<file path="src/hdl/icache_pkg.sv">
`default_nettype none

package icache_pkg;

    // address layout: offset | index | tag, upper 16 bits not stored
    localparam int OFFSET_BITS  = 3;
    localparam int INDEX_BITS   = 5;
    localparam int TAG_BITS     = 8;
    localparam int LINES        = 2 ** INDEX_BITS;

    localparam int MEM_TAG_BITS = 4; // 0 means no transaction

    typedef enum logic [1:0] {
        BUS_NONE = 2'b00,
        BUS_LOAD = 2'b01
    } bus_command_e;

    // one fetch lane
    typedef struct packed {
        logic        en;
        logic [31:0] addr;
    } fetch_req_t;

    typedef struct packed {
        logic        valid;
        logic [63:0] data;
    } fetch_rsp_t;

    typedef struct packed {
        bus_command_e command;
        logic [31:0]  addr;     // line aligned
    } mem_req_t;

    typedef struct packed {
        logic [MEM_TAG_BITS-1:0] accept_tag; // same cycle as the request
        logic [MEM_TAG_BITS-1:0] data_tag;   // names the returning line
        logic [63:0]             data;
    } mem_rsp_t;

    // line write from the miss controller
    typedef struct packed {
        logic                  we;
        logic [INDEX_BITS-1:0] index;
        logic [TAG_BITS-1:0]   tag;
        logic [63:0]           data;
    } fill_t;

endpackage

`default_nettype wire

</file>
<file path="src/hdl/icache_array.sv">
`default_nettype none

module icache_array #(
    parameter int FETCH_WIDTH = 2
) (
    input  logic                                    clock,
    input  logic                                    reset,
    input  icache_pkg::fetch_req_t [FETCH_WIDTH-1:0] fetch_req,
    input  icache_pkg::fill_t                       fill,
    output logic [FETCH_WIDTH-1:0]                  hit,
    output logic [FETCH_WIDTH-1:0][63:0]            hit_data
);
    import icache_pkg::*;

    logic [LINES-1:0]    valid_q;
    logic [TAG_BITS-1:0] tag_mem  [LINES];
    logic [63:0]         data_mem [LINES];

    logic [FETCH_WIDTH-1:0][INDEX_BITS-1:0] lane_index;
    logic [FETCH_WIDTH-1:0][TAG_BITS-1:0]   lane_tag;

    // per-lane lookup, purely combinational
    always_comb begin
        for (int i = 0; i < FETCH_WIDTH; i++) begin
            lane_index[i] = fetch_req[i].addr[OFFSET_BITS +: INDEX_BITS];
            lane_tag[i]   = fetch_req[i].addr[OFFSET_BITS + INDEX_BITS +: TAG_BITS];
            hit[i]        = fetch_req[i].en && valid_q[lane_index[i]]
                            && (tag_mem[lane_index[i]] == lane_tag[i]);
            hit_data[i]   = data_mem[lane_index[i]];
        end
    end

    // valid bits come up cleared so every lane misses after reset
    always_ff @(posedge clock) begin
        if (reset) begin
            valid_q <= '0;
        end else if (fill.we) begin
            valid_q[fill.index] <= 1'b1;
        end
    end

    always_ff @(posedge clock) begin
        if (fill.we) begin
            tag_mem[fill.index]  <= fill.tag;
            data_mem[fill.index] <= fill.data; // visible to lookup next cycle
        end
    end

    // miss controller must stay quiet while reset is held
    a_no_fill_in_reset: assert property (
        @(posedge clock) reset |-> !fill.we
    ) else $error("fill write during reset");

endmodule

`default_nettype wire

</file>
<file path="src/hdl/icache_miss_ctrl.sv">
`default_nettype none

module icache_miss_ctrl #(
    parameter int FETCH_WIDTH = 2
) (
    input  logic                                    clock,
    input  logic                                    reset,
    input  icache_pkg::fetch_req_t [FETCH_WIDTH-1:0] fetch_req,
    input  logic [FETCH_WIDTH-1:0]                  hit,
    input  icache_pkg::mem_rsp_t                    mem_rsp,
    output icache_pkg::mem_req_t                    mem_req,
    output icache_pkg::fill_t                       fill
);
    import icache_pkg::*;

    logic [FETCH_WIDTH-1:0]  miss;
    logic [31:0]             miss_addr;
    logic [INDEX_BITS-1:0]   miss_index;
    logic [TAG_BITS-1:0]     miss_tag;
    logic                    waiting;
    logic                    accepted;
    logic                    data_match;

    logic [MEM_TAG_BITS-1:0] mem_tag_q;   // outstanding transaction, 0 when idle
    logic [INDEX_BITS-1:0]   index_q;
    logic [TAG_BITS-1:0]     tag_q;

    assign miss    = ~hit & get_en(fetch_req);
    assign waiting = (mem_tag_q != '0);

    function automatic logic [FETCH_WIDTH-1:0] get_en(
        input fetch_req_t [FETCH_WIDTH-1:0] req
    );
        logic [FETCH_WIDTH-1:0] en;
        for (int i = 0; i < FETCH_WIDTH; i++) begin
            en[i] = req[i].en;
        end
        return en;
    endfunction

    // lowest-numbered missing lane wins
    always_comb begin
        miss_addr = '0;
        for (int i = FETCH_WIDTH - 1; i >= 0; i--) begin
            if (miss[i]) begin
                miss_addr = fetch_req[i].addr;
            end
        end
    end

    assign miss_index = miss_addr[OFFSET_BITS +: INDEX_BITS];
    assign miss_tag   = miss_addr[OFFSET_BITS + INDEX_BITS +: TAG_BITS];

    always_comb begin
        mem_req.command = (!waiting && (|miss)) ? BUS_LOAD : BUS_NONE;
        mem_req.addr    = {miss_addr[31:OFFSET_BITS], {OFFSET_BITS{1'b0}}};
    end

    // nonzero accept tag in the request cycle, otherwise retried next cycle
    assign accepted   = (mem_req.command == BUS_LOAD) && (mem_rsp.accept_tag != '0);
    assign data_match = waiting && (mem_rsp.data_tag == mem_tag_q);

    always_comb begin
        fill.we    = data_match;
        fill.index = index_q;
        fill.tag   = tag_q;
        fill.data  = mem_rsp.data;
    end

    always_ff @(posedge clock) begin
        if (reset) begin
            mem_tag_q <= '0;
        end else if (accepted) begin
            mem_tag_q <= mem_rsp.accept_tag;
        end else if (data_match) begin
            mem_tag_q <= '0; // free for a new load next cycle
        end
    end

    always_ff @(posedge clock) begin
        if (accepted) begin
            index_q <= miss_index;
            tag_q   <= miss_tag;
        end
    end

    // accepted load blocks further loads until its line returns
    a_single_outstanding: assert property (
        @(posedge clock) disable iff (reset)
        accepted |=> (mem_req.command == BUS_NONE)
    ) else $error("load issued right after an accepted load");

    // a fill needs a tag recorded by an earlier acceptance
    a_fill_has_tag: assert property (
        @(posedge clock) disable iff (reset)
        fill.we |-> $past(accepted || waiting)
    ) else $error("fill without a recorded transaction");

endmodule

`default_nettype wire

</file>
<file path="src/hdl/icache_fill_merge.sv">
`default_nettype none

module icache_fill_merge #(
    parameter int FETCH_WIDTH = 2
) (
    input  icache_pkg::fetch_req_t [FETCH_WIDTH-1:0] fetch_req,
    input  logic [FETCH_WIDTH-1:0]                  hit,
    input  logic [FETCH_WIDTH-1:0][63:0]            hit_data,
    input  icache_pkg::fill_t                       fill,
    output icache_pkg::fetch_rsp_t [FETCH_WIDTH-1:0] fetch_rsp
);
    import icache_pkg::*;

    logic [FETCH_WIDTH-1:0] fill_match;

    always_comb begin
        for (int i = 0; i < FETCH_WIDTH; i++) begin
            // returning line matches this lane's index and tag
            fill_match[i] = fill.we && fetch_req[i].en
                && (fetch_req[i].addr[OFFSET_BITS +: INDEX_BITS] == fill.index)
                && (fetch_req[i].addr[OFFSET_BITS + INDEX_BITS +: TAG_BITS] == fill.tag);

            fetch_rsp[i].valid = hit[i] || fill_match[i];
            fetch_rsp[i].data  = fill_match[i] ? fill.data : hit_data[i];
        end
    end

endmodule

`default_nettype wire

</file>
<file path="src/hdl/icache_top.sv">
`default_nettype none

module icache_top #(
    parameter int FETCH_WIDTH = 2
) (
    input  logic                                    clock,
    input  logic                                    reset,
    input  icache_pkg::fetch_req_t [FETCH_WIDTH-1:0] fetch_req,
    output icache_pkg::fetch_rsp_t [FETCH_WIDTH-1:0] fetch_rsp,
    output icache_pkg::mem_req_t                    mem_req,
    input  icache_pkg::mem_rsp_t                    mem_rsp
);
    import icache_pkg::*;

    logic [FETCH_WIDTH-1:0]       hit;
    logic [FETCH_WIDTH-1:0][63:0] hit_data;
    fill_t                        fill;

    // tag/data lookup for all lanes
    icache_array #(
        .FETCH_WIDTH (FETCH_WIDTH)
    ) i_array (
        .clock     (clock),
        .reset     (reset),
        .fetch_req (fetch_req),
        .fill      (fill),
        .hit       (hit),
        .hit_data  (hit_data)
    );

    // one outstanding line load at a time
    icache_miss_ctrl #(
        .FETCH_WIDTH (FETCH_WIDTH)
    ) i_miss_ctrl (
        .clock     (clock),
        .reset     (reset),
        .fetch_req (fetch_req),
        .hit       (hit),
        .mem_rsp   (mem_rsp),
        .mem_req   (mem_req),
        .fill      (fill)
    );

    icache_fill_merge #(
        .FETCH_WIDTH (FETCH_WIDTH)
    ) i_fill_merge (
        .fetch_req (fetch_req),
        .hit       (hit),
        .hit_data  (hit_data),
        .fill      (fill),
        .fetch_rsp (fetch_rsp)   // hits plus same-cycle forwarding
    );

endmodule

`default_nettype wire

</file>
<file path="config.mk">
export PLATFORM = sky130hd
export DESIGN_NAME = icache_top
export DESIGN_NICKNAME = d
export VERILOG_FILES = /design/src/hdl/icache_pkg.sv /design/src/hdl/icache_array.sv /design/src/hdl/icache_miss_ctrl.sv /design/src/hdl/icache_fill_merge.sv /design/src/hdl/icache_top.sv
export SDC_FILE = /design/constraint.sdc
export NUM_CORES = 2
export LEC_CHECK = 0
export BUFFER_PORTS_ARGS = -buffer_cell sky130_fd_sc_hd__buf_2
export CAP_MARGIN = 20
export CORE_MARGIN = 2
export CORE_UTILIZATION = 44
export DETAILED_ROUTE_END_ITERATION = 7
export PLACE_DENSITY = 0.69
export SYNTH_ARGS = -nofsm -noshare
export SYNTH_HDL_FRONTEND = slang
export SYNTH_HIERARCHICAL = 1
export SYNTH_SLANG_ARGS = --single-unit
</file>
<file path="constraint.sdc">
create_clock -name clock -period 6.3 [get_ports clock]
set_input_delay 0.315 -clock clock [delete_from_list [all_inputs] [get_ports clock]]
set_output_delay 0.315 -clock clock [all_outputs]
set_load 0.01 [all_outputs]
</file>
After elaboration in Yosys (flattened, before gate mapping) --
Memory sizes are Yosys's and may differ from the RTL's. Index checks and enable logic that the tools add are counted.
Operators by class: bitwise gates (word level) 3, $lt $le $gt $ge 4, reduce and logical (&&, ||, !) cells 21, equality and inequality tests 8, mux-type cells 15
Operator list (number):
- $mux 64 | 2
- $mux 32 | 2
- $eq 8x8->1 | 4
- $or 32x32->32 | 1
- $lt 5x6->1 const B | 3
- $logic_and 1x1->1 | 14
- $bmux 1 s5 | 2
- $eq 5x5->1 | 2
- $mux 4 | 2
- $reduce_bool 4->1 | 2
- $mux 1 | 6
- $demux 1 s5 | 1
- $ge 5x1->1 const B | 1
- $eq 4x4->1 | 1
- $and 2x2->2 | 1
- $eq 2x1->1 const B | 1
- $logic_or 1x1->1 | 2
- $not 2->2 | 1
- $reduce_bool 2->1 | 1
- $reduce_or 2->1 | 1
- $logic_not 1->1 | 1
Storage, ports and cells: register bits after elaboration 49, memories kept 2, output and inout port bits 164, bits in writable memories 2304, word-level logic and storage cells 57
Memories:
- i_array.data_mem | words 32, width 64, rd ports 2, clocked after memory_dff 0, wr ports 1, RTL line icache_array.sv:17 | logic [63:0] data_mem [LINES];
- i_array.tag_mem | words 32, width 8, rd ports 2, clocked after memory_dff 0, wr ports 1, RTL line icache_array.sv:16 | logic [TAG_BITS-1:0] tag_mem [LINES];

Depth between registers and ports, before layout --
word-level depth 12, gate-level depth with buffers 17

Hierarchy --
Netlist, hierarchy kept.
Modules (own cells, without submodules):
- icache_array | cells each 4622, sequential area each 69827.0 µm², area each 106693.6 µm², instances 1
- icache_fill_merge | cells each 180, sequential area each 0.0 µm², area each 2264.7 µm², instances 1
- icache_miss_ctrl | cells each 145, sequential area each 470.5 µm², area each 1491.4 µm², instances 1

Least setup slack after synthesis --
No wires, ideal clock.
path kind reg2reg, from reg i_miss_ctrl.mem_tag_q[2], to mem i_array.data_mem[12][0] (enable), path buffers 2, arrival time 4.677 ns, slack 1.119 ns, cell stages (with the launch flop) 8, cells stage by stage dfxtp_1 -> xnor2_1 -> nand4_1 -> nor2_1 -> buf_4 -> or3b_2 -> clkbuf_1 -> nor2_1
Between the ends: cells in the longest elaborated chain, start to end 4
Ends and longest elaborated chain:
- start, declared | RTL line icache_miss_ctrl.sv:24 | logic [MEM_TAG_BITS-1:0] mem_tag_q;
- start signal, assigned | RTL line icache_miss_ctrl.sv:74 | mem_tag_q <= mem_rsp.accept_tag;
- $eq 4x4->1 or $reduce_bool 4->1 (tied branches) | RTL line icache_miss_ctrl.sv:61, icache_miss_ctrl.sv:29
- $logic_and 1x1->1 * | RTL line icache_miss_ctrl.sv:61 | assign data_match = waiting && (mem_rsp.data_tag == mem_tag_q);
- net i_miss_ctrl.data_match | RTL line icache_miss_ctrl.sv:22 | logic data_match;
- $mux 1 * | RTL line icache_array.sv:43 | if (fill.we) begin
- $mux 1 (not written as such) * | RTL line icache_array.sv:45 | data_mem[fill.index] <= fill.data;
- end, declared | RTL line icache_array.sv:17
Mark *: on every way through the listed nets, which the timed path passes. The rest lies on a longest branch.

==> results.md <==
* Status: finished, final reports clean
* Effective utilization at floorplan at 44.3%
* CP Capture Type: output pin
* Ratio of cells with drive above 1 in the final layout at about 45%
* EDFF count, synth at between 2000 and 2500
* Worst slew margin at 16.5%
* Via Count at roughly 58000
* Mapped Cells at approximately 5000
* Critical path's most frequent cell: mux4_2
* Most common cell in the netlist: edfxtp_1
* CTS tree: yes
* Max FO, Critical Path at 29
* Post-route setup slack at between 1000 and 1500 ps
* Area delta synth->final at 13.1%
* Clock Skew at between 50 and 60 ps
* GPL Wtd Cong at just under 0.8
* Maximum capacitance violations at 0
* Vias per inst at around 6.6
* Min-Delay Path Class: in -> reg
* Ys async rst share at 0%
* Top cell type's share of synthesized area at 63.0%
* WL/cell at ~36 um
* Clock slew at reported path FFs at 70 ps
* Commonest cells post-synth: 2317 x edfxtp_1, 1435 x mux4_2, 168 x nand2_1
* Worst Tran Pin Value at around 1200 ps
* Final min period at 5240 ps
* Latest clock arrival within the worst-skew pair at a little under 900 ps
* DP HPWL at approximately 170000 um
* Mapped Avg Cell Area at approximately 22 um^2
* Drt total wl at roughly 320000 um
* Sequential-to-total area share from yosys stat at between 60% and 70%
* Fin cells at about 8800
* Initial antenna violation count at 21
* RSZ-0062 raised after global routing: false
* Vias in the first global route at around 60000
* Crit start category: flop
* Final setup fails at 0
* Die Ht at between 500 and 600 um
* Rows at around 180
* Post-DP Area at 116000 um^2
* DP Worst Slack at ~1400 ps
* Critical path type: reg -> out
* Maximum single-stage delay on the critical path at around 770 ps
* Synthesized cell area at about 110000 um^2
* Post-route cell area at ~120000 um^2
* Placed insts at between 8000 and 9000
* Largest area contributor in the synthesized netlist: edfxtp_1
* Largest cells by area after synthesis: edfxtp_1 63%, mux4_2 29%, mux2_4 1.3%
* TritonRoute pass-1 iters at 6
* Cell Pwr Density at ~280 nW/um^2
* Final ANT Viol Nets at 0
* Final #Nets at around 5400
* Setup TNS at 0 ps
* Crit path cell chain: mux4_2 > mux4_2 > mux2i_1 > xnor2_1 > nor4_1 > nand4_1 > a21oi_1 > nor2b_2 > nor2b_4 > a22o_1 > buf_2
* Count of cell types in the netlist at 55
* First-pass GRT wire length at between 400000 and 500000 um
* Fill cell count at ~20000
* DRC at 0
* CTS Buf Count at 237
* Max VDD drop at about 0.00028 V
* Ys Warns at 6
* Post-route clock period utilization at ~83%
* Leak Pwr at 39.4 nW
* Ys flop type: edfxtp_1
* Final Hold Fails at 0
* Worst-path cell with the longest stage delay: nor2b_4
* Final core occ at between 50 and 60%
* Req. time, crit path at about 6000 ps
* Worst path arrival time at about 5000 ps
* FF+latch count, synth at 2353
* # port buffers at 293
* GRT Residual Overflow at 0
* # H-tree levels at 4
* Top Ports at a little over 300
* Clock sinks at roughly 2400
* Die W at between 500 and 600 um
* DR iter-0 viols at 8135
* Max Slew Vio Count at 0
* Gr usage total at 24.8%
* Max frequency at approximately 190 MHz
* Largest net degree at the start of global routing at about 150
* Full die area at around 260000 um^2
* CTS root buf: clkbuf_16
* Clock buffer depth at 3
* Core Footprint at about 250000 um^2
-- layout by cell type (no fill, tap or decap), types with 38 or more instances in the layout --
cell           instances
nor2_1                75
nand2_1              168
dlygate4sd3_1         88
mux2i_1               38
edfxtp_1            2317
buf_4                102
buf_2                283
mux2_2               106
mux4_2              1435
buf_12                50
clkinv_1              52
clkbuf_16            244
xnor2_1               46
clkinv_2              39
mux2_4                98
-- logic make-up (layout without fill, tap and decap cells) --
family                 after synthesis  after routing  synth area share (%)
AO/OA/AOI/OAI                       71             71                 0.503
multiplexers                      1678           1678                  32.0
flip-flops                        2353           2353                  63.6
AND/OR/NAND/NOR                    340            340                  1.36
XOR/XNOR                            53             53                 0.420
buffers and inverters              451            984                  2.04
other                                1             10               0.00340
-- state kept, by name (all words and copies together) (netlist names) --
register,flops
i_miss_ctrl/tag_q,8
i_array/valid_q,32
i_miss_ctrl/index_q,5
i_array/tag_mem,256
i_array/data_mem,2048
i_miss_ctrl/mem_tag_q,4
-- path summary, 6_finish.rpt --
kind	start	endpoint	slack (ps)	cells past startpoint
max	i_array/tag_mem[20][7]	mem_req[7]	1060	11
min	fetch_req[47]	i_miss_ctrl/tag_q[6]	110	2
max reg2reg	i_array/tag_mem[20][7]	i_miss_ctrl/tag_q[3]	1780	11
min reg2reg	i_array/valid_q[23]	i_array/valid_q[23]	490	2
-- metrics by stage --
stage / hold slack [ps] / power [mW]
after floorplan: 387 / 19.9
after global placement: 463 / 20.9
after detailed placement: 481 / 20.9
after CTS: 23.5 / 35.2
after global routing: 70.7 / 36.0
final: 111 / 35.1
-- critical path: cells and delay by family, from the launching register on --
| family | cells | cell delay (ps) |
|---|---|---|
| simple gates | 4 | 1260 |
| buf+inv | 1 | 180 |
| mux | 3 | 1590 |
| flops | 1 | 400 |
| compound gates | 2 | 430 |
| xor+xnor | 1 | 210 |
-- final cells by class --
cell class | instances | area [um^2] | share of cell area [%]
antenna | 6 | 15.0 | 0.0120
clock buffer | 291 | 6370 | 5.10
clock inverter | 151 | 1570 | 1.25
inverter | 5 | 33.8 | 0.0270
multi-input combinational | 2146 | 38200 | 30.5
sequential | 2353 | 70300 | 56.3
tap | 3330 | 4170 | 3.33
timing repair buffer | 537 | 4350 | 3.48
-- where the power goes --
part | internal, mW | total, mW | switching, mW
Sequential | 17.4 | 17.5 | 0.0863
Combinational | 1.48 | 3.21 | 1.73
Clock | 8.21 | 14.4 | 6.17
Total | 27.1 | 35.1 | 7.98
-- metal layers --
| metal | GRT usage, % | part of all wire, % | vias to the layer above |
|---|---|---|---|
| met5 | 0 | 0.028 | - |
| met4 | 6.60 | 2.7 | 14 |
| met3 | 4.68 | 10 | 509 |
| met2 | 40.1 | 49 | 3527 |
| met1 | 34.8 | 38 | 31862 |
| li1 | - | - | 22488 |
-- what timing repair did --
item	CTS	global route
hold buffers	88	0
buffers inserted	0	0
resized for setup	0	0
hold endpoints to repair	2078	0
Power figures use the tool's default switching activity.
